--- src/mmr.sv ---
`default_nettype none

module mmr #(
    parameter int unsigned      WIDTH   = 8,
    parameter logic [WIDTH-1:0] DEFAULT = '0
) (
    input  logic             clk,
    input  logic             rst,
    input  logic             sel,
    input  logic             rw,
    input  logic [31:0]      wdata,
    output logic [WIDTH-1:0] val,
    output logic [31:0]      rdata
);

    always_ff @(posedge clk) begin
        if (rst) begin
            val <= DEFAULT;
        end else if (sel && rw) begin
            val <= wdata[WIDTH-1:0];
        end
    end

    // Readback is zero-extended to the bus width
    always_ff @(posedge clk) begin
        if (sel && !rw) begin
            rdata <= 32'(val);
        end
    end

endmodule

`default_nettype wire

--- config.mk ---
export PLATFORM = sky130hd
export DESIGN_NAME = mmr
export DESIGN_NICKNAME = d
export VERILOG_FILES = /design/src/mmr.sv
export SDC_FILE = /design/constraint.sdc
export NUM_CORES = 1
export LEC_CHECK = 0
export ABC_CLOCK_PERIOD_IN_PS = 2370
export BUFFER_PORTS_ARGS = -buffer_cell sky130_fd_sc_hd__buf_2
export CAP_MARGIN = 25
export CORE_AREA = 2 2 52 49
export CTS_CLUSTER_DIAMETER = 150
export DETAILED_ROUTE_END_ITERATION = 12
export DIE_AREA = 0 0 54 51
export GPL_ROUTABILITY_DRIVEN = 0
export PLACE_DENSITY = 0.84
export SLEW_MARGIN = 40
export SYNTH_ARGS = -nofsm -noshare
export SYNTH_HDL_FRONTEND = slang
export SYNTH_SLANG_ARGS = --single-unit
--- constraint.sdc ---
create_clock -name clk -period 2.37 [get_ports clk]
set_input_delay 0.5925 -clock clk [delete_from_list [all_inputs] [get_ports clk]]
set_output_delay 0.5925 -clock clk [all_outputs]
set_load 0.02 [all_outputs]
==> summary.txt <==
Timing
  – Tmin final: 1.57 ns
  – Fin Setup TNS: 0 ns
  – Final period util: 66.4%
  – Slew headroom: 53.1%
  – Peak Freq: 0.635 GHz
  – Worst Skew: 0.000658 ns
  – Final setup viols: 0
  – Final Hold Fails: 0
  – Final setup margin: 0.795 ns
  – RSZ-0062 raised after global routing: no
  – Least-Margin Pin Slew: 0.702 ns
  – Max Slew Vio Count: 0

Critical path
  – Worst R2R Path Depth: 2
  – Slowest cell on the critical path: nor2b_1
  – Setup crit start: sel
  – Cell chain of the critical path: buf_2, nor2b_1
  – Crit path buf inv count: 1
  – CP endpoint kind: flop
  – Setup crit start kind: input port
  – Critical path type: in -> reg
  – Crit path max-delay family: simple AND/OR/NAND/NOR gates
  – Crit Path Max Fanout: 17
  – Crit path DAT: 1.48 ns
  – Max incr delay on CP: 0.63 ns
  – Stages on worst setup path: 2
  – RR Startpoint: val[0]
  – Worst reg2reg setup slack: 1.57 ns
  – Worst path required time: 2.28 ns

Cells and area
  – Area growth syn-to-layout: 7.94%
  – Layout Nets: 133
  – FILL cells: 222
  – Most frequent cells in the layout: buf_2 (27), conb_1 (24), nand3_1 (8), edfxtp_1 (8), dfxtp_1 (8)
  – Final Instance Area: 867 um2
  – Ant. Diodes: 0
  – Register area: 400 um2
  – Final core utilization: 37.7%
  – Area of the multi-input gates: 260 um2
  – Share of cells above drive strength 1: 40.6%
  – Most common cell after layout, fill and taps aside: buf_2
  – Cell Count, Final, Fillers Out: 124

Floorplanning
  – Die area: 2750 um2
  – Top Ports: 76
  – Die width: 54 um
  – Die Y: 51 um
  – Core area: 2300 um2
  – Row cnt: 17
  – Initial core utilization: 35.0%

Route
  – Via count: 499
  – Drt wl/cell: 10.1 um
  – DR vias/cell: 4.02
  – DRT Pass-1 Iters: 3
  – Drc violations: 0
  – Initial detailed-routing violation count: 7
  – Final wirelength: 1.25 mm
  – Post-DRT Antenna Nets: 0

Logic synthesis
  – Post-synth top area cell: edfxtp_1
  – Synth cell types: 13
  – Top cells by area, synth: edfxtp_1 (30%), buf_4 (23%), dfxtp_1 (20%)
  – Top-area cell type share of the netlist area: 29.9%
  – Syn_area_per_cell: 11.3 um2
  – Synth Cell Area: 803 um2
  – Yosys warns: 0
  – Post-synthesis instance total: 71
  – Part of the Yosys area used for sequential elements: 49.8%
  – #FFs+latches synth: 16

GRT
  – Largest net degree at the start of global routing: 18
  – First-pass GRT wire length: 1.74 mm
  – GRT Total Usage: 8.61%
  – Initial antenna violation count: 0
  – Vias in the first global route: 394
  – GRT overflow: 0

CTS
  – Reg clk slew, reported paths: 0.08 ns
  – CTS buffer count: 3
  – Clock Tree Buf Depth: 2
  – Root buf cell: clkbuf_4
  – Hold buffers post-CTS: 0
  – CTS tree: done
  – CTS Sinks: 16
  – Post-CTS Setup Inserts: 0
  – Clock Latency Late Sink: 0.27 ns
  – CTS resizes: 0
  – Max H-tree Level: 1

Placed design
  – Port bufs: 27
  – Dpl cell area: 831 um2
  – Pre-CTS setup slack: 0.507 ns
  – DP Cell Count: 120
  – Detailed placement HPWL: 954 um

Run
  – Max Cap Viol: 0

Hold path
  – Hold_sp: val[1]
  – Hold Path Stages: 0
  – Min-Delay Path Class: reg -> reg

Run status
  – Status: completed

Power
  – Maximum VDD drop: 0.000277 V
  – Leakage power: 0.000414 uW
  – Pwr dens: 656 nW/um2
-- flip-flops by register name, indices dropped and copies added, names as in the netlist --
signal,flops
val,8
rdata,8
-- logic make-up (layout without fill, tap and decap cells) --
family / count (synthesis) / count (layout) / share of synthesized area [%]
and+or+nand+nor: 9 / 9 / 5.76
DFF: 16 / 16 / 49.8
buffers and inverters: 29 / 31 / 28.5
other: 1 / 24 / 0.467
AOI/OAI and AO/OA: 16 / 16 / 15.4
-- Yosys cell counts --
cell	n
a21oi_2	1
conb_1	1
nand3_1	8
a21oi_1	7
dfxtp_1	8
buf_6	2
buf_8	1
nor2b_1	1
buf_1	1
a21bo_1	1
buf_4	25
edfxtp_1	8
a21bo_2	7
-- final cells by class --
class	instances	share of cell area (%)
well taps	28	4.04
flip-flops and latches	16	46.2
multi-input cells	49	30.0
clock buffers	4	4.18
repair buffers	27	15.6
-- power breakdown --
group	internal, uW	total (uW)	switching (uW)
logic	23.3	93.9	70.6
clock network	93.2	167	74.0
registers	303	308	5.12
-- stage by stage --
stage          hold WS, ns  power (uW)
2_1_floorplan        0.558         421
3_3_place_gp         0.425         405
3_5_place_dp         0.439         408
4_1_cts              0.461         574
5_1_grt              0.474         598
6_report             0.460         569
-- per-layer routing --
metal / up-vias / wire length [um] / GRT usage (%)
li1: 241 / - / -
met1: 221 / 491 / 9.38
met2: 37 / 551 / 14.8
met3: 0 / 207 / 3.80
met4: 0 / 0 / 2.50
met5: - / 0 / 0
-- path summary, 6_finish.rpt --
check	to
hold reg to reg	rdata[1]
setup / recovery	rdata[4]
setup reg to reg	val[0]
hold / removal	rdata[1]
(Power assumes the default switching activity.)
