[config.mk]
export PLATFORM = sky130hd
export DESIGN_NAME = operand_bus
export DESIGN_NICKNAME = d
export VERILOG_FILES = /design/src/tenyr_pkg.sv /design/src/operand_bus.sv
export SDC_FILE = /design/constraint.sdc
export NUM_CORES = 1
export LEC_CHECK = 0
export ABC_CLOCK_PERIOD_IN_PS = 3340
export BUFFER_PORTS_ARGS = -buffer_cell sky130_fd_sc_hd__buf_4
export CAP_MARGIN = 20
export CORE_ASPECT_RATIO = 1.25
export CORE_MARGIN = 10
export CORE_UTILIZATION = 28
export DETAILED_ROUTE_END_ITERATION = 7
export PLACE_DENSITY = 0.75
export SLEW_MARGIN = 5
export SYNTH_ARGS = -nofsm -noshare
export SYNTH_HDL_FRONTEND = slang
export SYNTH_SLANG_ARGS = --single-unit
[constraint.sdc]
create_clock -name clk -period 3.34 [get_ports clk]
set_clock_uncertainty 0.1 [all_clocks]
set_input_delay 0.501 -clock clk [delete_from_list [all_inputs] [get_ports clk]]
set_output_delay 0.501 -clock clk [all_outputs]
set_load 0.005 [all_outputs]
[src/tenyr_pkg.sv]
`default_nettype none

package tenyr_pkg;

    // One access on the operand bus
    typedef struct packed {
        logic        rw;
        logic [31:0] addr;
        logic [31:0] wdata;
    } bus_req_t;

    // One-hot target strobes from the decoder
    typedef struct packed {
        logic ram;
        logic seg7;
        logic video_ctl;
        logic crx;
        logic cry;
        logic text;
    } bus_sel_t;

    // Address map in word addresses
    localparam int unsigned RAM_WORDS  = 256;
    localparam logic [31:0] SEG7_ADDR  = 32'h0000_0100;
    localparam logic [31:0] VIDEO_ADDR = 32'h0001_0000;
    localparam logic [31:0] TEXT_BASE  = VIDEO_ADDR + 32'h10;

    // Text screen geometry
    localparam int unsigned TEXT_COLS  = 80;
    localparam int unsigned TEXT_ROWS  = 40;
    localparam int unsigned TEXT_WORDS = TEXT_COLS * TEXT_ROWS;
    localparam int unsigned TEXT_AW    = 12;

    // Video register reset values
    localparam logic [7:0] VIDEO_CTL_DEFAULT = 8'b1111_0111;
    localparam logic [7:0] CRX_DEFAULT       = 8'd1;
    localparam logic [7:0] CRY_DEFAULT       = 8'd0;

    // Clock cycles each display digit stays lit
    localparam int unsigned SEG7_DIV = 16;

    // Active-low hex font with bit order {dp, g, f, e, d, c, b, a}
    function automatic logic [7:0] hex_seg(input logic [3:0] nib);
        case (nib)
            4'h0: return 8'hc0;
            4'h1: return 8'hf9;
            4'h2: return 8'ha4;
            4'h3: return 8'hb0;
            4'h4: return 8'h99;
            4'h5: return 8'h92;
            4'h6: return 8'h82;
            4'h7: return 8'hf8;
            4'h8: return 8'h80;
            4'h9: return 8'h90;
            4'ha: return 8'h88;
            4'hb: return 8'h83;
            4'hc: return 8'hc6;
            4'hd: return 8'ha1;
            4'he: return 8'h86;
            default: return 8'h8e;
        endcase
    endfunction

endpackage

`default_nettype wire

[src/operand_bus.sv]
`default_nettype none

module operand_bus (
    input  logic                  clk,
    input  logic                  rst,
    input  logic [31:0]           addr,
    input  logic                  rw,
    output tenyr_pkg::bus_sel_t   sel,
    input  logic [31:0]           ram_rdata,
    input  logic [31:0]           seg7_rdata,
    input  logic [31:0]           video_ctl_rdata,
    input  logic [31:0]           crx_rdata,
    input  logic [31:0]           cry_rdata,
    input  logic [31:0]           text_rdata,
    output logic [31:0]           rdata
);
    import tenyr_pkg::*;

    bus_sel_t    sel_q;
    logic        rd_q;
    logic [31:0] rd_word;
    logic [31:0] rdata_q;

    // Address decode sets at most one strobe
    always_comb begin
        sel           = '0;
        sel.ram       = addr < RAM_WORDS;
        sel.seg7      = addr == SEG7_ADDR;
        sel.video_ctl = addr == VIDEO_ADDR;
        sel.crx       = addr == VIDEO_ADDR + 32'd1;
        sel.cry       = addr == VIDEO_ADDR + 32'd2;
        sel.text      = (addr >= TEXT_BASE) && (addr < TEXT_BASE + TEXT_WORDS);
    end

    always_ff @(posedge clk) begin
        if (rst) begin
            sel_q <= '0;
            rd_q  <= 1'b0;
        end else begin
            sel_q <= sel;
            rd_q  <= !rw;
        end
    end

    // Unselected targets contribute zero
    assign rd_word = ({32{sel_q.ram}}       & ram_rdata)
                   | ({32{sel_q.seg7}}      & seg7_rdata)
                   | ({32{sel_q.video_ctl}} & video_ctl_rdata)
                   | ({32{sel_q.crx}}       & crx_rdata)
                   | ({32{sel_q.cry}}       & cry_rdata)
                   | ({32{sel_q.text}}      & text_rdata);

    // Last read result survives write cycles
    assign rdata = rd_q ? rd_word : rdata_q;

    always_ff @(posedge clk) begin
        if (rst) begin
            rdata_q <= '0;
        end else begin
            rdata_q <= rdata;
        end
    end

endmodule

`default_nettype wire

==> results list <==
- Outcome: complete, no violations
* # DRC: 0
* Max-cap viol count: 0
- Origin of the worst min-delay path: rw
- In this run the worst path has a maximum fanout of 17.
* Total count of max-transition violations in the final report: 0
- Ranked by total cell area, the synthesized netlist is headed by sky130_fd_sc_hd__dfxtp_1, sky130_fd_sc_hd__a22oi_1, sky130_fd_sc_hd__a41oi_1.
* Kind of cell adding the most delay to the critical path: flip-flops
- In the final layout, the multi-input gates occupy between 1500 and 2000 µm².
- Power spread over the standard cell area amounts to 245 nW/µm².
- The worst register-to-register path ends at rdata_q[11].
* Count of endpoints failing hold in the final timing report: 0
- Die width: 104 µm
* Congestion Overflow GR: 0
* Reg2Reg Setup Slack: 1.40 ns
- Source of the worst register-to-register timing path: sel_q[5]
- The first global-routing pass estimated between 20 and 25 mm of wire.
- In the global route stage, overall resource usage came out at roughly a fifth.
- Count of flip-flops with a built-in enable after synthesis: 0
- Number of diodes added for antenna fixing: 0
- The worst register-to-register path has a depth of 4.
- Master of the slowest instance on the critical path: sky130_fd_sc_hd__dfxtp_1
* Area delta synth->final: 86.7%
- Transition time at the pin with the least slew margin: ~0.74 ns
- Period utilization: 79.8%
* Filler instances: between 800 and 900
* Critical Path, Cell by Cell: buf_4 -> a22oi_1 -> a41oi_1 -> buf_4
- For this run, the number of Yosys warnings is 0.
- Before antenna repair, the detailed router went through 4 iterations.
* Achievable Freq: approximately 380 MHz
- Final count of negative-setup-slack endpoints: 0
* Fraction of the yosys area taken by sequential cells: 31.4%
* Overall die area: 13,100 µm²
* Slowest stage delay, CP: about 0.8 ns
- For the worst-skew pair, the clock arrives at the later sink with an insertion delay of 0.27 ns.
- Dividing the detail-routed wire length by the instance count gives ~20 µm.
- In this run the biggest area consumer among cell types represents a little under a third of the synthesized area.
- In the synthesized netlist the async set-or-reset flop fraction comes to 0%.
- The clock net in this run drives a total of 39 sinks.
- Cells with a size suffix above 1 make up a little over half of the layout.
- Setup repair after global routing missed its margin: false
* Total negative slack for setup checks: 0 ns
* Number of distinct library cell variants in the gate-level netlist after synthesis: 24
* Post-synthesis average cell area: between 8 and 9 µm²
* Clock buffer count from CTS: 5
- Worst Hold Path Cells: 2
- Detailed routing inserted a total of between 3,000 and 4,000 vias.
- In this run the tightest slew margin relative to its limit is 50.5%.
* Initial antenna violation count: 0
- Crit-path most repeated cell: sky130_fd_sc_hd__buf_4
* Average vias per placed instance: ~5.3
* WHS Endpoint: rd_q
- Leak Pwr: 0.00193 µW
- Summed instance area of the synthesized netlist: approximately 2500 µm²
- Arrival time worst endpoint: between 2 and 2.5 ns
* Buffers inserted by post-CTS timing repair: 0
- The tree is rooted in a sky130_fd_sc_hd__clkbuf_8.
- Entering global routing, the biggest net connects between 40 and 50 pins.
* Setup crit end kind: output pin
- Effective utilization at floorplan: between 20% and 30%
* Endpoint required time on the critical path: ~2.7 ns
- The number of nets handed over by synthesis was approximately 530.
- In this run the worst hold path is classified as input pin to flop.
- Summing all flip-flop and latch instances after layout gives approximately 800 µm².
- Summed over all nets, the half-perimeter wirelength after detailed placement is 10.7 mm.
* Cell type contributing the most total cell area after synthesis: sky130_fd_sc_hd__dfxtp_1
- Core region area: a little under 9000 µm²
- Count of H-tree levels built during CTS: 2
* PortBufs: 264
- The number of global-route vias before repair was approximately 3,800.
- Once detail routing completed, the nets flagged for antenna violations numbered 0.
- Post-synthesis instance total: 300
* Worst Path Buf+Inv: 2
- The worst setup path is of the flop to output pin kind.
- Measured along the y axis, the die boundary spans 125 µm.
- TritonCTS built the clock tree.
* Most used flip-flop cell after synthesis: sky130_fd_sc_hd__dfxtp_1
- Max VDD drop: 0.128 mV
- Crit path launch type: flop
- Clock-pin slew was measured on the worst setup and hold paths at roughly 0.060 ns.
- The clock passes through at most 2 buffers.
- Global placement routability congestion: 0.821
- Power comes to about 1100 µW.
* Most repeated cell in the gate-level netlist after synthesis: sky130_fd_sc_hd__a22oi_1
- Number of I/O pins: roughly 270
- In this run, synthesis produced a sequential element count of 39.
* Hold-fix buffers, CTS: 0
- Number of DRC markers in iteration 0: 210
* Post-layout minimum cycle time: about 2.7 ns
- Resized cells post-CTS: 0
- After the last flow step, the layout net total stands at slightly below 800.
* Aggregate routed wire length: ~13 mm
- Row Count: 38
- In the synthesized netlist, the cells that appear most often are sky130_fd_sc_hd__a22oi_1, sky130_fd_sc_hd__nor2_1, sky130_fd_sc_hd__dfxtp_1.
## power breakdown
group | switching [µW] | internal [µW]
Combinational | 115 | 244
Clock | 144 | 139
Sequential | 10.1 | 488
Total | 269 | 871
## worst max path at each step
stage / start / endpoint / slack, ns / cells past startpoint
6_report: sel_q[5] / rdata[11] / 0.68 / 4
5_1_grt: sel_q[5] / rdata[12] / 0.51 / 4
4_1_cts: sel_q[5] / rdata[11] / 0.66 / 4
3_5_place_dp: sel_q[5] / rdata[11] / 0.97 / 4
3_3_place_gp: sel_q[2] / rdata[15] / 0.98 / 4
2_1_floorplan: addr[19] / sel[2] / 1.26 / 4
## worst register-to-register path, cell delays in order, from the launching register on
cell                      delay (ns)
sky130_fd_sc_hd__dfxtp_1        0.80
sky130_fd_sc_hd__buf_4          0.37
sky130_fd_sc_hd__a22oi_1        0.13
sky130_fd_sc_hd__a41oi_1        0.32
sky130_fd_sc_hd__nor2b_1        0.16
## per-layer routing
metal	share of wire, %	GRT usage [%]	vias up
met5	0	0	-
met4	0.67	3.12	0
met3	7.1	5.34	11
met2	54	35.4	168
met1	38	20.5	1646
li1	-	-	1700
## placed cells by master (no fill, tap or decap), types with 2 or more instances in the layout
| cell type | synthesis | routed |
|---|---|---|
| sky130_fd_sc_hd__nor4_1 | 3 | 3 |
| sky130_fd_sc_hd__a41oi_1 | 32 | 32 |
| sky130_fd_sc_hd__nor2b_1 | 33 | 33 |
| sky130_fd_sc_hd__clkbuf_8 | 0 | 5 |
| sky130_fd_sc_hd__nor3_1 | 6 | 6 |
| sky130_fd_sc_hd__a22oi_1 | 96 | 96 |
| sky130_fd_sc_hd__nand3_1 | 5 | 5 |
| sky130_fd_sc_hd__dfxtp_1 | 39 | 38 |
| sky130_fd_sc_hd__buf_4 | 0 | 270 |
| sky130_fd_sc_hd__nor2_1 | 41 | 41 |
| sky130_fd_sc_hd__or4_4 | 2 | 2 |
| sky130_fd_sc_hd__nor3_2 | 3 | 3 |
## cell type report
| type | count | area share [%] |
|---|---|---|
| multi-input cells | 232 | 34.4 |
| clock buffers | 6 | 1.56 |
| flip-flops and latches | 39 | 16.8 |
| repair buffers | 271 | 44.0 |
| well taps | 120 | 3.23 |
## through the flow
stage               area, µm²  setup WS [ns]  cells  utilization, %  hold WS (ns)
finish                   4650          0.675    668            53.4         0.264
global route             4650          0.509    668            53.4         0.236
CTS                      4650          0.658    668            53.4         0.250
detailed placement       4580          0.975    662            52.6         0.485
global placement         4580          0.984    662            52.6         0.476
floorplan                2490           1.26    300               -         0.473
## registers in the layout, summed over array words and instances, names as in the netlist
signal   cells
rd_q         1
rdata_q     32
sel_q        6
## cells by family after synthesis
group / synth area share (%)
AOI/OAI and AO/OA: 40.8
buffers and inverters: 4.47
DFF: 31.4
and+or+nand+nor: 23.4
No activity file was read; power rests on OpenSTA's default activity.
