File: src/tenyr_pkg.sv
`default_nettype none

package tenyr_pkg;

    // One access on the operand bus
    typedef struct packed {
        logic        rw;
        logic [31:0] addr;
        logic [31:0] wdata;
    } bus_req_t;

    // One-hot target strobes from the decoder
    typedef struct packed {
        logic ram;
        logic seg7;
        logic video_ctl;
        logic crx;
        logic cry;
        logic text;
    } bus_sel_t;

    // Address map in word addresses
    localparam int unsigned RAM_WORDS  = 256;
    localparam logic [31:0] SEG7_ADDR  = 32'h0000_0100;
    localparam logic [31:0] VIDEO_ADDR = 32'h0001_0000;
    localparam logic [31:0] TEXT_BASE  = VIDEO_ADDR + 32'h10;

    // Text screen geometry
    localparam int unsigned TEXT_COLS  = 80;
    localparam int unsigned TEXT_ROWS  = 40;
    localparam int unsigned TEXT_WORDS = TEXT_COLS * TEXT_ROWS;
    localparam int unsigned TEXT_AW    = 12;

    // Video register reset values
    localparam logic [7:0] VIDEO_CTL_DEFAULT = 8'b1111_0111;
    localparam logic [7:0] CRX_DEFAULT       = 8'd1;
    localparam logic [7:0] CRY_DEFAULT       = 8'd0;

    // Clock cycles each display digit stays lit
    localparam int unsigned SEG7_DIV = 16;

    // Active-low hex font with bit order {dp, g, f, e, d, c, b, a}
    function automatic logic [7:0] hex_seg(input logic [3:0] nib);
        case (nib)
            4'h0: return 8'hc0;
            4'h1: return 8'hf9;
            4'h2: return 8'ha4;
            4'h3: return 8'hb0;
            4'h4: return 8'h99;
            4'h5: return 8'h92;
            4'h6: return 8'h82;
            4'h7: return 8'hf8;
            4'h8: return 8'h80;
            4'h9: return 8'h90;
            4'ha: return 8'h88;
            4'hb: return 8'h83;
            4'hc: return 8'hc6;
            4'hd: return 8'ha1;
            4'he: return 8'h86;
            default: return 8'h8e;
        endcase
    endfunction

endpackage

`default_nettype wire

File: src/seg7.sv
`default_nettype none

module seg7 (
    input  logic        clk,
    input  logic        rst,
    input  logic        sel,
    input  logic        rw,
    input  logic [31:0] wdata,
    output logic [31:0] rdata,
    output logic [7:0]  seg,
    output logic [3:0]  an
);
    import tenyr_pkg::*;

    localparam int unsigned DIV_W = $clog2(SEG7_DIV);

    logic [15:0]      value;
    logic [DIV_W-1:0] presc;
    logic [1:0]       digit;
    logic [3:0]       nib;

    // Display value written from the bus
    always_ff @(posedge clk) begin
        if (rst) begin
            value <= '0;
        end else if (sel && rw) begin
            value <= wdata[15:0];
        end
    end

    always_ff @(posedge clk) begin
        if (sel && !rw) begin
            rdata <= 32'(value);
        end
    end

    // Prescaler sets how long each digit stays lit
    always_ff @(posedge clk) begin
        if (rst) begin
            presc <= '0;
            digit <= '0;
        end else if (presc == DIV_W'(SEG7_DIV - 1)) begin
            presc <= '0;
            digit <= digit + 2'd1;
        end else begin
            presc <= presc + 1'b1;
        end
    end

    // Digit 0 shows the lowest nibble
    always_comb begin
        case (digit)
            2'd0:    nib = value[3:0];
            2'd1:    nib = value[7:4];
            2'd2:    nib = value[11:8];
            default: nib = value[15:12];
        endcase
    end

    assign seg = hex_seg(nib);
    assign an  = ~(4'b0001 << digit);

endmodule

`default_nettype wire

File: config.mk
export PLATFORM = sky130hd
export DESIGN_NAME = seg7
export DESIGN_NICKNAME = d
export VERILOG_FILES = /design/src/tenyr_pkg.sv /design/src/seg7.sv
export SDC_FILE = /design/constraint.sdc
export NUM_CORES = 1
export LEC_CHECK = 0
export ABC_CLOCK_PERIOD_IN_PS = 2900
export BUFFER_PORTS_ARGS = -buffer_cell sky130_fd_sc_hd__buf_2
export CAP_MARGIN = 15
export CELL_PAD_IN_SITES_DETAIL_PLACEMENT = 1
export CELL_PAD_IN_SITES_GLOBAL_PLACEMENT = 2
export CORE_MARGIN = 3
export CORE_UTILIZATION = 27
export CTS_CLUSTER_SIZE = 30
export DETAILED_ROUTE_END_ITERATION = 6
export PLACE_DENSITY = 0.88
export SLEW_MARGIN = 20
export SYNTH_ARGS = -nofsm -noshare
export SYNTH_HDL_FRONTEND = slang
export SYNTH_SLANG_ARGS = --single-unit
File: constraint.sdc
create_clock -name clk -period 2.9 [get_ports clk]
set_input_delay 0.58 -clock clk [delete_from_list [all_inputs] [get_ports clk]]
set_output_delay 0.58 -clock clk [all_outputs]
set_load 0.005 [all_outputs]
==> results.tsv, run 1 <==
metric	value	unit
Main synth FF type	dfxtp_1	
GRT Util Overall	0.108	
Die X	88.6	um
maxcap violations	0	
Fmax achieved	355	MHz
commonest cells in the netlist	37 x nand2_1, 22 x dfxtp_1, 19 x a21oi_1, 17 x buf_4, 16 x edfxtp_1	
global-route wire length before repair	6540	um
Die Y	88.6	um
ratio of cells with drive above 1 in the final layout	0.344	
worst hold stages	0	
clock latency on the worst-skew pair	0.28	ns
Max Root-Sink Buffers	2	
critical path buffer and inverter count	3	
most numerous cell in the Yosys netlist	nand2_1	
Synth Cell Area	1840	um2
worst slew pin tran	0.596	ns
crit start category	flip-flop	
post-DP HPWL	3210	um
met2 routed wirelength	2200	um
RSZ-0062 raised after global routing	true	
simple-gate area share of the yosys netlist	0.120	
GPL Wtd Cong	0.766	
mux cell area share after synthesis	0.0665	
Setup CP Type	reg -> out	
I/O pin total	80	
Slew headroom	0.603	
Cell Chain, Critical Path	inv_6 > ha_4 > a222oi_1 > mux2_4 > inv_4 > ha_2 > and3_2 > a221o_1 > buf_2	
CTS Sinks	38	
cells on worst reg2reg path	5	
Cells after DPL	307	
synth top area cells	edfxtp_1 26%, dfxtp_1 24%, ha_1 8.1%	
Mean Syn Cell Area	9.86	um2
post-synthesis compound-gate area fraction	0.0963	
DRC violations left	0	
largest family of logic cells by synthesized area	simple AND/OR/NAND/NOR gates	
met1 wire length	1840	um
outcome	finished clean	
critical path endpoint category	output pin	
number of flops mapped to enable cells by yosys	16	
Critical-path top delay cell	dfxtp_4	
number of global-route vias before repair	1392	
sequential-to-total area share from yosys stat	0.499	
TritonCTS Buffers	5	
switch share	0.245	
Finished Core Util	0.357	
Final period util	0.970	
Iter 0 DRT Violations	32	
critical path arrival	2.23	ns
worst hold-check path type	reg -> reg	
overall power	1.05	mW
NumNets Final	291	
CP max FO	5	
ant diodes	0	
max layer used	met4	
Post-Synth XOR/XNOR Area	0.0142	
post-DR vias/cell	4.36	
Clock transition at path regs	0.07	ns
Initial Util	0.284	
Initial DRT Pass Iterations	6	
Final Max Slew Viols	0	
leading area contributor after synthesis	edfxtp_1	
Crit path depth	9	
clock power share	0.327	
die area	7860	um2
CTS HTree Levels	2	
Finish-stage setup viols	0	
share of the synthesized area in the top cell type	0.261	
area grow syn2layout	25.8	%
post-route worst setup slack	0.0857	ns
#FFs+latches synth	38	
largest net degree at the start of global routing	23	
post-synthesis adder-cell area fraction	0.0814	
Met3 Routed Length	217	um
TritonCTS clock tree	done	
Crit path max-delay family	compound AO/OA/AOI/OAI gates	
Flop pwr share	0.562	
Routed Antenna Nets	0	
Cells after Synth	187	
Worst VDD drop	0.175	mV
Yosys cell types	29	
data required time of the critical path	2.32	ns
via count	1398	
Pleak	0.986	nW
Psw	0.259	mW
Comb pwr share	0.111	
Post-Route WL	4290	um
YS warnings	0	
power per cell area	454	nW/um2
Final Skew	0.00500	ns
final cell count without fillers	321	
Port Buf Inserts	46	
hold buffers post-CTS	0	
Overflow after GRT	0	
root buffer selected by CTS	clkbuf_8	
initial antenna violation count	0	
FFs w/ async S/R, synth	0	
Rows	29	
Period minus WS final	2.81	ns
slowest cell delay on critical path	0.39	ns
post-DR wirelength/cell	13.4	um
Int Pwr	0.796	mW
CORE AREA	6490	um2
Place WS	0.0858	ns
final hold vios	0	
## placed cells by master (no fill, tap or decap), types with 2 or more instances in the layout
master,netlist,layout
buf_2,0,46
nand2_1,37,37
dfxtp_1,22,20
a21oi_1,19,19
conb_1,2,17
edfxtp_1,16,16
buf_4,17,13
inv_1,14,11
mux2i_1,10,9
ha_1,12,6
nor2_1,5,5
clkbuf_8,0,5
o22ai_1,4,4
a222oi_1,3,3
xnor2_1,3,3
ha_2,0,3
ha_4,0,3
dfxtp_4,0,2
## worst reg2reg max path: stages (launching register included)
cell and delay [ns]:
dfxtp_1 0.39, ha_1 0.22, and3_1 0.29, nor2_1 0.06, a21oi_1 0.11, nor2_1 0.05
## power groups by stage
| stage | Sequential, mW | Clock, mW | Combinational (mW) |
|---|---|---|---|
| after floorplan | 0.604 | 0 | 0.0821 |
| after global placement | 0.605 | 0 | 0.109 |
| after detailed placement | 0.607 | 0 | 0.113 |
| after CTS | 0.594 | 0.355 | 0.115 |
| after global routing | 0.596 | 0.382 | 0.134 |
| final | 0.593 | 0.345 | 0.117 |
## cell families (layout without fill, tap and decap cells)
| logic type | after synthesis | after routing |
|---|---|---|
| other | 2 | 17 |
| adder cells (fa/ha/maj) | 12 | 12 |
| AO/OA/AOI/OAI | 30 | 30 |
| XOR/XNOR | 3 | 3 |
| buffers and inverters | 39 | 81 |
| multiplexers | 12 | 12 |
| AND/OR/NAND/NOR | 51 | 51 |
| flip-flops | 38 | 38 |
## cell type report
class | count | area, um2
Fill cell | 763 | 4170
Sequential cell | 38 | 928
Multi-Input combinational cell | 125 | 823
Timing Repair Buffer | 59 | 328
Tap cell | 77 | 96.3
Clock buffer | 5 | 68.8
Inverter | 14 | 60.1
Clock inverter | 3 | 16.3
## layer usage
metal,GRT usage,vias up
li1,-,702
met1,0.129,646
met2,0.197,46
met3,0.0279,4
met4,0.0165,0
met5,0,-
## worst paths after layout
kind / start / end / slack (ns)
worst min register to register: value[9]$_SDFFE_PP0P_ / rdata[9]$_DFFE_PP_ / 0.46
worst min-delay path: value[9]$_SDFFE_PP0P_ / rdata[9]$_DFFE_PP_ / 0.46
worst max register to register: presc[0]$_SDFF_PP0_ / digit[1]$_SDFFE_PP0P_ / 1.65
worst max-delay path: digit[1]$_SDFFE_PP0P_ / seg[0] / 0.09
## state kept, by name (all words and copies together) (netlist names)
register and flops:
value 16, digit 2, presc 4, rdata 16
## metrics by stage
| stage | instance area (um2) | hold WS, ns | setup TNS [ns] |
|---|---|---|---|
| after detailed placement | 2110 | 0.443 | 0 |
| final | 2320 | 0.461 | 0 |
| after global routing | 2320 | 0.490 | -0.123 |
| after global placement | 2110 | 0.438 | 0 |
| after CTS | 2270 | 0.461 | 0 |
| after floorplan | 1900 | 0.429 | 0 |
## repair_timing
| item | CTS | global route |
|---|---|---|
| pin swaps | 1 | 5 |
| gates cloned | 0 | 0 |
| setup buffers | 3 | 3 |
| resized for setup | 13 | 11 |
| setup endpoints to repair | 6 | 6 |
Note: power is estimated with default switching activity, not from simulation.
==> run 2, diff against run 1 <==
--- a/config.mk
+++ b/config.mk
@@ -6,15 +6,14 @@
 export NUM_CORES = 1
 export LEC_CHECK = 0
 export ABC_CLOCK_PERIOD_IN_PS = 2900
-export BUFFER_PORTS_ARGS = -buffer_cell sky130_fd_sc_hd__buf_2
 export CAP_MARGIN = 15
 export CELL_PAD_IN_SITES_DETAIL_PLACEMENT = 1
 export CELL_PAD_IN_SITES_GLOBAL_PLACEMENT = 2
-export CORE_MARGIN = 3
-export CORE_UTILIZATION = 27
+export CORE_UTILIZATION = 36
 export CTS_CLUSTER_SIZE = 30
 export DETAILED_ROUTE_END_ITERATION = 6
-export PLACE_DENSITY = 0.88
+export DONT_BUFFER_PORTS = 1
+export PLACE_DENSITY = 0.87
 export SLEW_MARGIN = 20
 export SYNTH_ARGS = -nofsm -noshare
 export SYNTH_HDL_FRONTEND = slang
==> run 2 against run 1 <==
Critical path depth unchanged; largest cell class unchanged; clock power rose by 55%; routed wire length down 7.3%; count of clock-buffer cells in the layout is the same; highest routed layer unchanged; worst hold slack worse by 0.12 ns.
==> results.tsv, run 2 (synthesized netlist as in run 1, its figures left out) <==
metric	value	unit
outcome	finished clean	
TritonCTS clock tree	done	
Final period util	0.968	
overall power	1.22	mW
Top Registers	rdata x16, value x16, presc x4	
final hold vios	0	
largest net degree at the start of global routing	23	
TritonCTS Buffers	5	
post-route worst setup slack	0.0916	ns
Finish-stage setup viols	0	
Overflow after GRT	0	
hold slack	0.341	ns
Die Y	73.6	um
Setup CP Type	reg -> out	
post-DP HPWL	2820	um
commonest non-fill, non-tap cells in the layout	37 x nand2_1, 20 x dfxtp_1, 19 x a21oi_1, 17 x conb_1, 16 x edfxtp_1	
worst slew pin tran	0.539	ns
Period minus WS final	2.81	ns
power per cell area	574	nW/um2
Cells after DPL	248	
Rows	25	
maxcap violations	0	
global-route wire length before repair	6040	um
slowest cell delay on critical path	0.48	ns
NumNets Final	242	
Initial Util	0.383	
Final Skew	0.00766	ns
via count	1266	
Die X	73.6	um
multi-input logic area	835	um2
Post-Route WL	3980	um
critical path arrival	2.23	ns
Clock transition at path regs	0.08	ns
Place WS	0.121	ns
critical path buffer and inverter count	2	
Worst VDD drop	0.244	mV
cell area after layout	2120	um2
post-DR wirelength/cell	15.2	um
Final Max Slew Viols	0	
DRC violations left	0	
GRT Util Overall	0.151	
Pleak	0.808	nW
Routed Antenna Nets	0	
Fmax achieved	356	MHz
Iter 0 DRT Violations	41	
HP Start	rst	
CTS Sinks	38	
Placed Instance Area	1850	um2
number of global-route vias before repair	1223	
crit path from	digit[1]$_SDFFE_PP0P_	
Port Buf Inserts	0	
crit start category	flip-flop	
Max Root-Sink Buffers	2	
Crit path max-delay family	simple AND/OR/NAND/NOR gates	
Critical-path top delay cell	or3_2	
die area	5410	um2
CTS HTree Levels	2	
Initial DRT Pass Iterations	4	
critical path endpoint category	output pin	
clock latency on the worst-skew pair	0.29	ns
Slew headroom	0.633	
Cell Chain, Critical Path	inv_4 > ha_4 > a22oi_2 > nand2_1 > mux2i_2 > inv_2 > ha_1 > or3_2 > o21ai_2	
final cell count without fillers	262	
data required time of the critical path	2.32	ns
Critical R2R Launch	presc[0]$_SDFF_PP0_	
I/O pin total	80	
ratio of cells with drive above 1 in the final layout	0.195	
Finished Core Util	0.440	
storage element area	928	um2
worst hold-check path type	in -> reg	
CORE AREA	4820	um2
GPL Wtd Cong	0.765	
most common cell after layout, fill and taps aside	nand2_1	
CP max FO	5	
setup TNS	0	ns
area grow syn2layout	14.9	%
initial antenna violation count	0	
root buffer selected by CTS	clkbuf_8	
ant diodes	0	
post-DR vias/cell	4.83	
fillers	561	
-- run 2: cell types whose count changed in the layout (fill, tap and decap cells not counted), moves of 2 or more --
cell       before  now
buf_2          46    0
ha_2            3    1
buf_4          13    9
inv_2           1    3
bufinv_16       0    2
-- run 2: final cells by class --
| type | instances | area share |
|---|---|---|
| clock buffers | 5 | 0.0325 |
| clock inverters | 3 | 0.0325 |
| inverters | 14 | 0.0260 |
| multi-input cells | 125 | 0.394 |
| flip-flops and latches | 38 | 0.438 |
| well taps | 67 | 0.0396 |
| repair buffers | 10 | 0.0372 |
-- run 2: final timing paths --
check / endpoint / slack, ns / cells past startpoint
worst max-delay path: seg[4] / 0.09 / 9
worst min-delay path: digit[1]$_SDFFE_PP0P_ / 0.34 / 1
worst max register to register: digit[1]$_SDFFE_PP0P_ / 1.66 / 5
worst min register to register: rdata[12]$_DFFE_PP_ / 0.46 / 0
-- run 2: report_power, final --
group	total [mW]	switching [mW]	internal, mW
combinational	0.0847	0.0504	0.0343
sequential	0.596	0.0166	0.579
clock	0.535	0.191	0.345
-- run 2: timing repair --
item / in CTS / in global routing
pin swaps: 1 / 2
setup endpoints to repair: 5 / 3
gates cloned: 0 / 0
hold buffers: 0 / 0
buffers inserted: 0 / 6
resized for setup: 15 / 10
-- run 2: layer usage --
layer,part of all wire,vias up,GRT usage,routed length [um]
met2,0.50,46,0.251,1970
met3,0.080,6,0.0576,317
met1,0.41,602,0.178,1640
met4,0.012,0,0.0513,48
met5,0,-,0,0
li1,-,612,-,-
==> run 3, diff against run 2 <==
==> config.mk (replaced) <==
export PLATFORM = sky130hd
export DESIGN_NAME = seg7
export DESIGN_NICKNAME = d
export VERILOG_FILES = /design/src/tenyr_pkg.sv /design/src/seg7.sv
export SDC_FILE = /design/constraint.sdc
export NUM_CORES = 1
export LEC_CHECK = 0
export ABC_CLOCK_PERIOD_IN_PS = 2700
export CAP_MARGIN = 15
export CELL_PAD_IN_SITES_DETAIL_PLACEMENT = 1
export CELL_PAD_IN_SITES_GLOBAL_PLACEMENT = 1
export CORE_UTILIZATION = 45
export CTS_CLUSTER_SIZE = 30
export DETAILED_ROUTE_END_ITERATION = 6
export DONT_BUFFER_PORTS = 1
export MAX_ROUTING_LAYER = met4
export PLACE_DENSITY = 0.86
export SLEW_MARGIN = 20
export SYNTH_ARGS = -nofsm -noshare
export SYNTH_HDL_FRONTEND = slang
export SYNTH_SLANG_ARGS = --single-unit
==> constraint.sdc (replaced) <==
create_clock -name clk -period 2.7 [get_ports clk]
set_input_delay 0.54 -clock clk [delete_from_list [all_inputs] [get_ports clk]]
set_output_delay 0.54 -clock clk [all_outputs]
set_load 0.005 [all_outputs]
==> run 3 against run 2 <==
Register-to-register slack got worse by 0.22 ns; combinational power rose by 28%; core utilization rose by 13 points; final cell count fell by 3.8%; the flow now finishes with violations (setup timing); worst hold slack got worse by 0.036 ns; clock skew rose by 0.0025 ns; clock power fell by 30%; cell area rose by 3.0%; flip-flop and latch count did not move; routed wire length rose by 22%.
==> results.tsv, run 3 (synthesized netlist as in run 1, its figures left out) <==
metric	value	unit
Setup CP Type	reg -> out	
TritonCTS clock tree	done	
final hold vios	0	
Fmax achieved	359	MHz
GRT Util Overall	0.223	
Initial Util	0.486	
CORE AREA	3800	um2
Top Registers	rdata x16, value x16, presc x4	
most common cell after layout, fill and taps aside	nand2_1	
switch share	0.249	
post-DR vias/cell	5.38	
initial antenna violation count	0	
Final Skew	0.0102	ns
number of global-route vias before repair	1369	
hold buffers post-CTS	0	
post-DP HPWL	3180	um
most frequent CP cell	ha_4	
TritonCTS Buffers	5	
CTS HTree Levels	2	
root buffer selected by CTS	clkbuf_8	
Psw	0.280	mW
crit start category	flip-flop	
Post-Route WL	4860	um
Final Max Slew Viols	0	
Die Y	66.0	um
via count	1355	
worst slew pin tran	0.608	ns
Iter 0 DRT Violations	94	
Cells after DPL	234	
largest net degree at the start of global routing	23	
Crit path max-delay family	compound AO/OA/AOI/OAI gates	
Port Buf Inserts	0	
Clock transition at path regs	0.08	ns
cell area after layout	2180	um2
Initial DRT Pass Iterations	5	
CP max FO	4	
GPL Wtd Cong	0.780	
ratio of cells with drive above 1 in the final layout	0.250	
global-route wire length before repair	6790	um
failing checks	setup timing	
outcome	finished with violations	
critical path buffer and inverter count	2	
RSZ-0062 raised after global routing	true	
area grow syn2layout	18.3	%
Crit path depth	8	
NumNets Final	251	
worst hold-check path type	in -> reg	
Comb pwr share	0.096	
Worst VDD drop	0.311	mV
cells on worst reg2reg path	5	
post-route worst setup slack	-0.0826	ns
Slew headroom	0.593	
post-DR wirelength/cell	19.3	um
critical path arrival	2.24	ns
Die X	66.0	um
commonest non-fill, non-tap cells in the layout	37 x nand2_1, 20 x dfxtp_1, 19 x a21oi_1, 17 x conb_1	
Critical-path top delay cell	dfxtp_4	
clock power share	0.333	
Routed Antenna Nets	0	
maxcap violations	0	
slowest cell delay on critical path	0.40	ns
data required time of the critical path	2.16	ns
setup TNS	-0.268	ns
clock latency on the worst-skew pair	0.30	ns
Pleak	0.847	nW
final cell count without fillers	252	
Finish-stage setup viols	7	
CTS Sinks	38	
DRC violations left	0	
worst hold stages	1	
Int Pwr	0.845	mW
I/O pin total	80	
Cell Chain, Critical Path	inv_6 > ha_4 > a222oi_1 > mux2_4 > inv_1 > ha_4 > and3_2 > a221o_1	
Flop pwr share	0.570	
die area	4360	um2
critical path endpoint category	output pin	
Max Root-Sink Buffers	2	
power per cell area	515	nW/um2
Period minus WS final	2.78	ns
ant diodes	0	
Final period util	1.03	
Rows	22	
Finished Core Util	0.574	
Overflow after GRT	0	
Placed Instance Area	1860	um2
Place WS	-0.0386	ns
run 3: final timing paths:
check                                         endpoint                   start  slack (ns)
worst max-delay path                            seg[0]   digit[1]$_SDFFE_PP0P_       -0.08
worst min-delay path            value[15]$_SDFFE_PP0P_                     rst        0.31
worst max register to register   digit[1]$_SDFFE_PP0P_     presc[0]$_SDFF_PP0_        1.44
worst min register to register     rdata[14]$_DFFE_PP_  value[14]$_SDFFE_PP0P_        0.46
run 3: layout make-up:
cell class | instances | area (um2)
clock buffers | 6 | 72.6
clock inverters | 2 | 10.0
fillers | 421 | 1620
inverters | 14 | 60.1
multi-input cells | 125 | 897
flip-flops and latches | 38 | 928
well taps | 48 | 60.1
repair buffers | 19 | 154
run 3: worst register-to-register path, stage by stage, from the launching register on:
cell,delay [ns]
dfxtp_1,0.38
ha_1,0.23
and3_1,0.29
nor2_1,0.07
a21oi_1,0.12
nor2_1,0.06
run 3: routing by layer:
layer | GRT usage | part of all wire
met5 | - | 0
met4 | 0.0479 | 0.014
met3 | 0.0759 | 0.036
met2 | 0.411 | 0.55
met1 | 0.227 | 0.40
run 3: timing repair:
item,in CTS,in global routing
setup endpoints to repair,7,7
setup buffers,5,6
gates resized for setup,26,13
pin swaps,10,11
run 3: per-stage QoR:
step	power, mW	hold WS [ns]
2_1_floorplan	0.737	0.429
3_3_place_gp	0.730	0.440
3_5_place_dp	0.741	0.448
4_1_cts	1.11	0.300
5_1_grt	1.17	0.288
6_report	1.12	0.306
run 3: power groups by stage:
| stage | Sequential [mW] | Clock, mW | Combinational [mW] |
|---|---|---|---|
| 4_1_cts | 0.641 | 0.376 | 0.0958 |
| 2_1_floorplan | 0.649 | 0 | 0.0881 |
| 5_1_grt | 0.644 | 0.403 | 0.119 |
| 3_5_place_dp | 0.656 | 0 | 0.0856 |
| 6_report | 0.642 | 0.375 | 0.108 |
| 3_3_place_gp | 0.652 | 0 | 0.0779 |
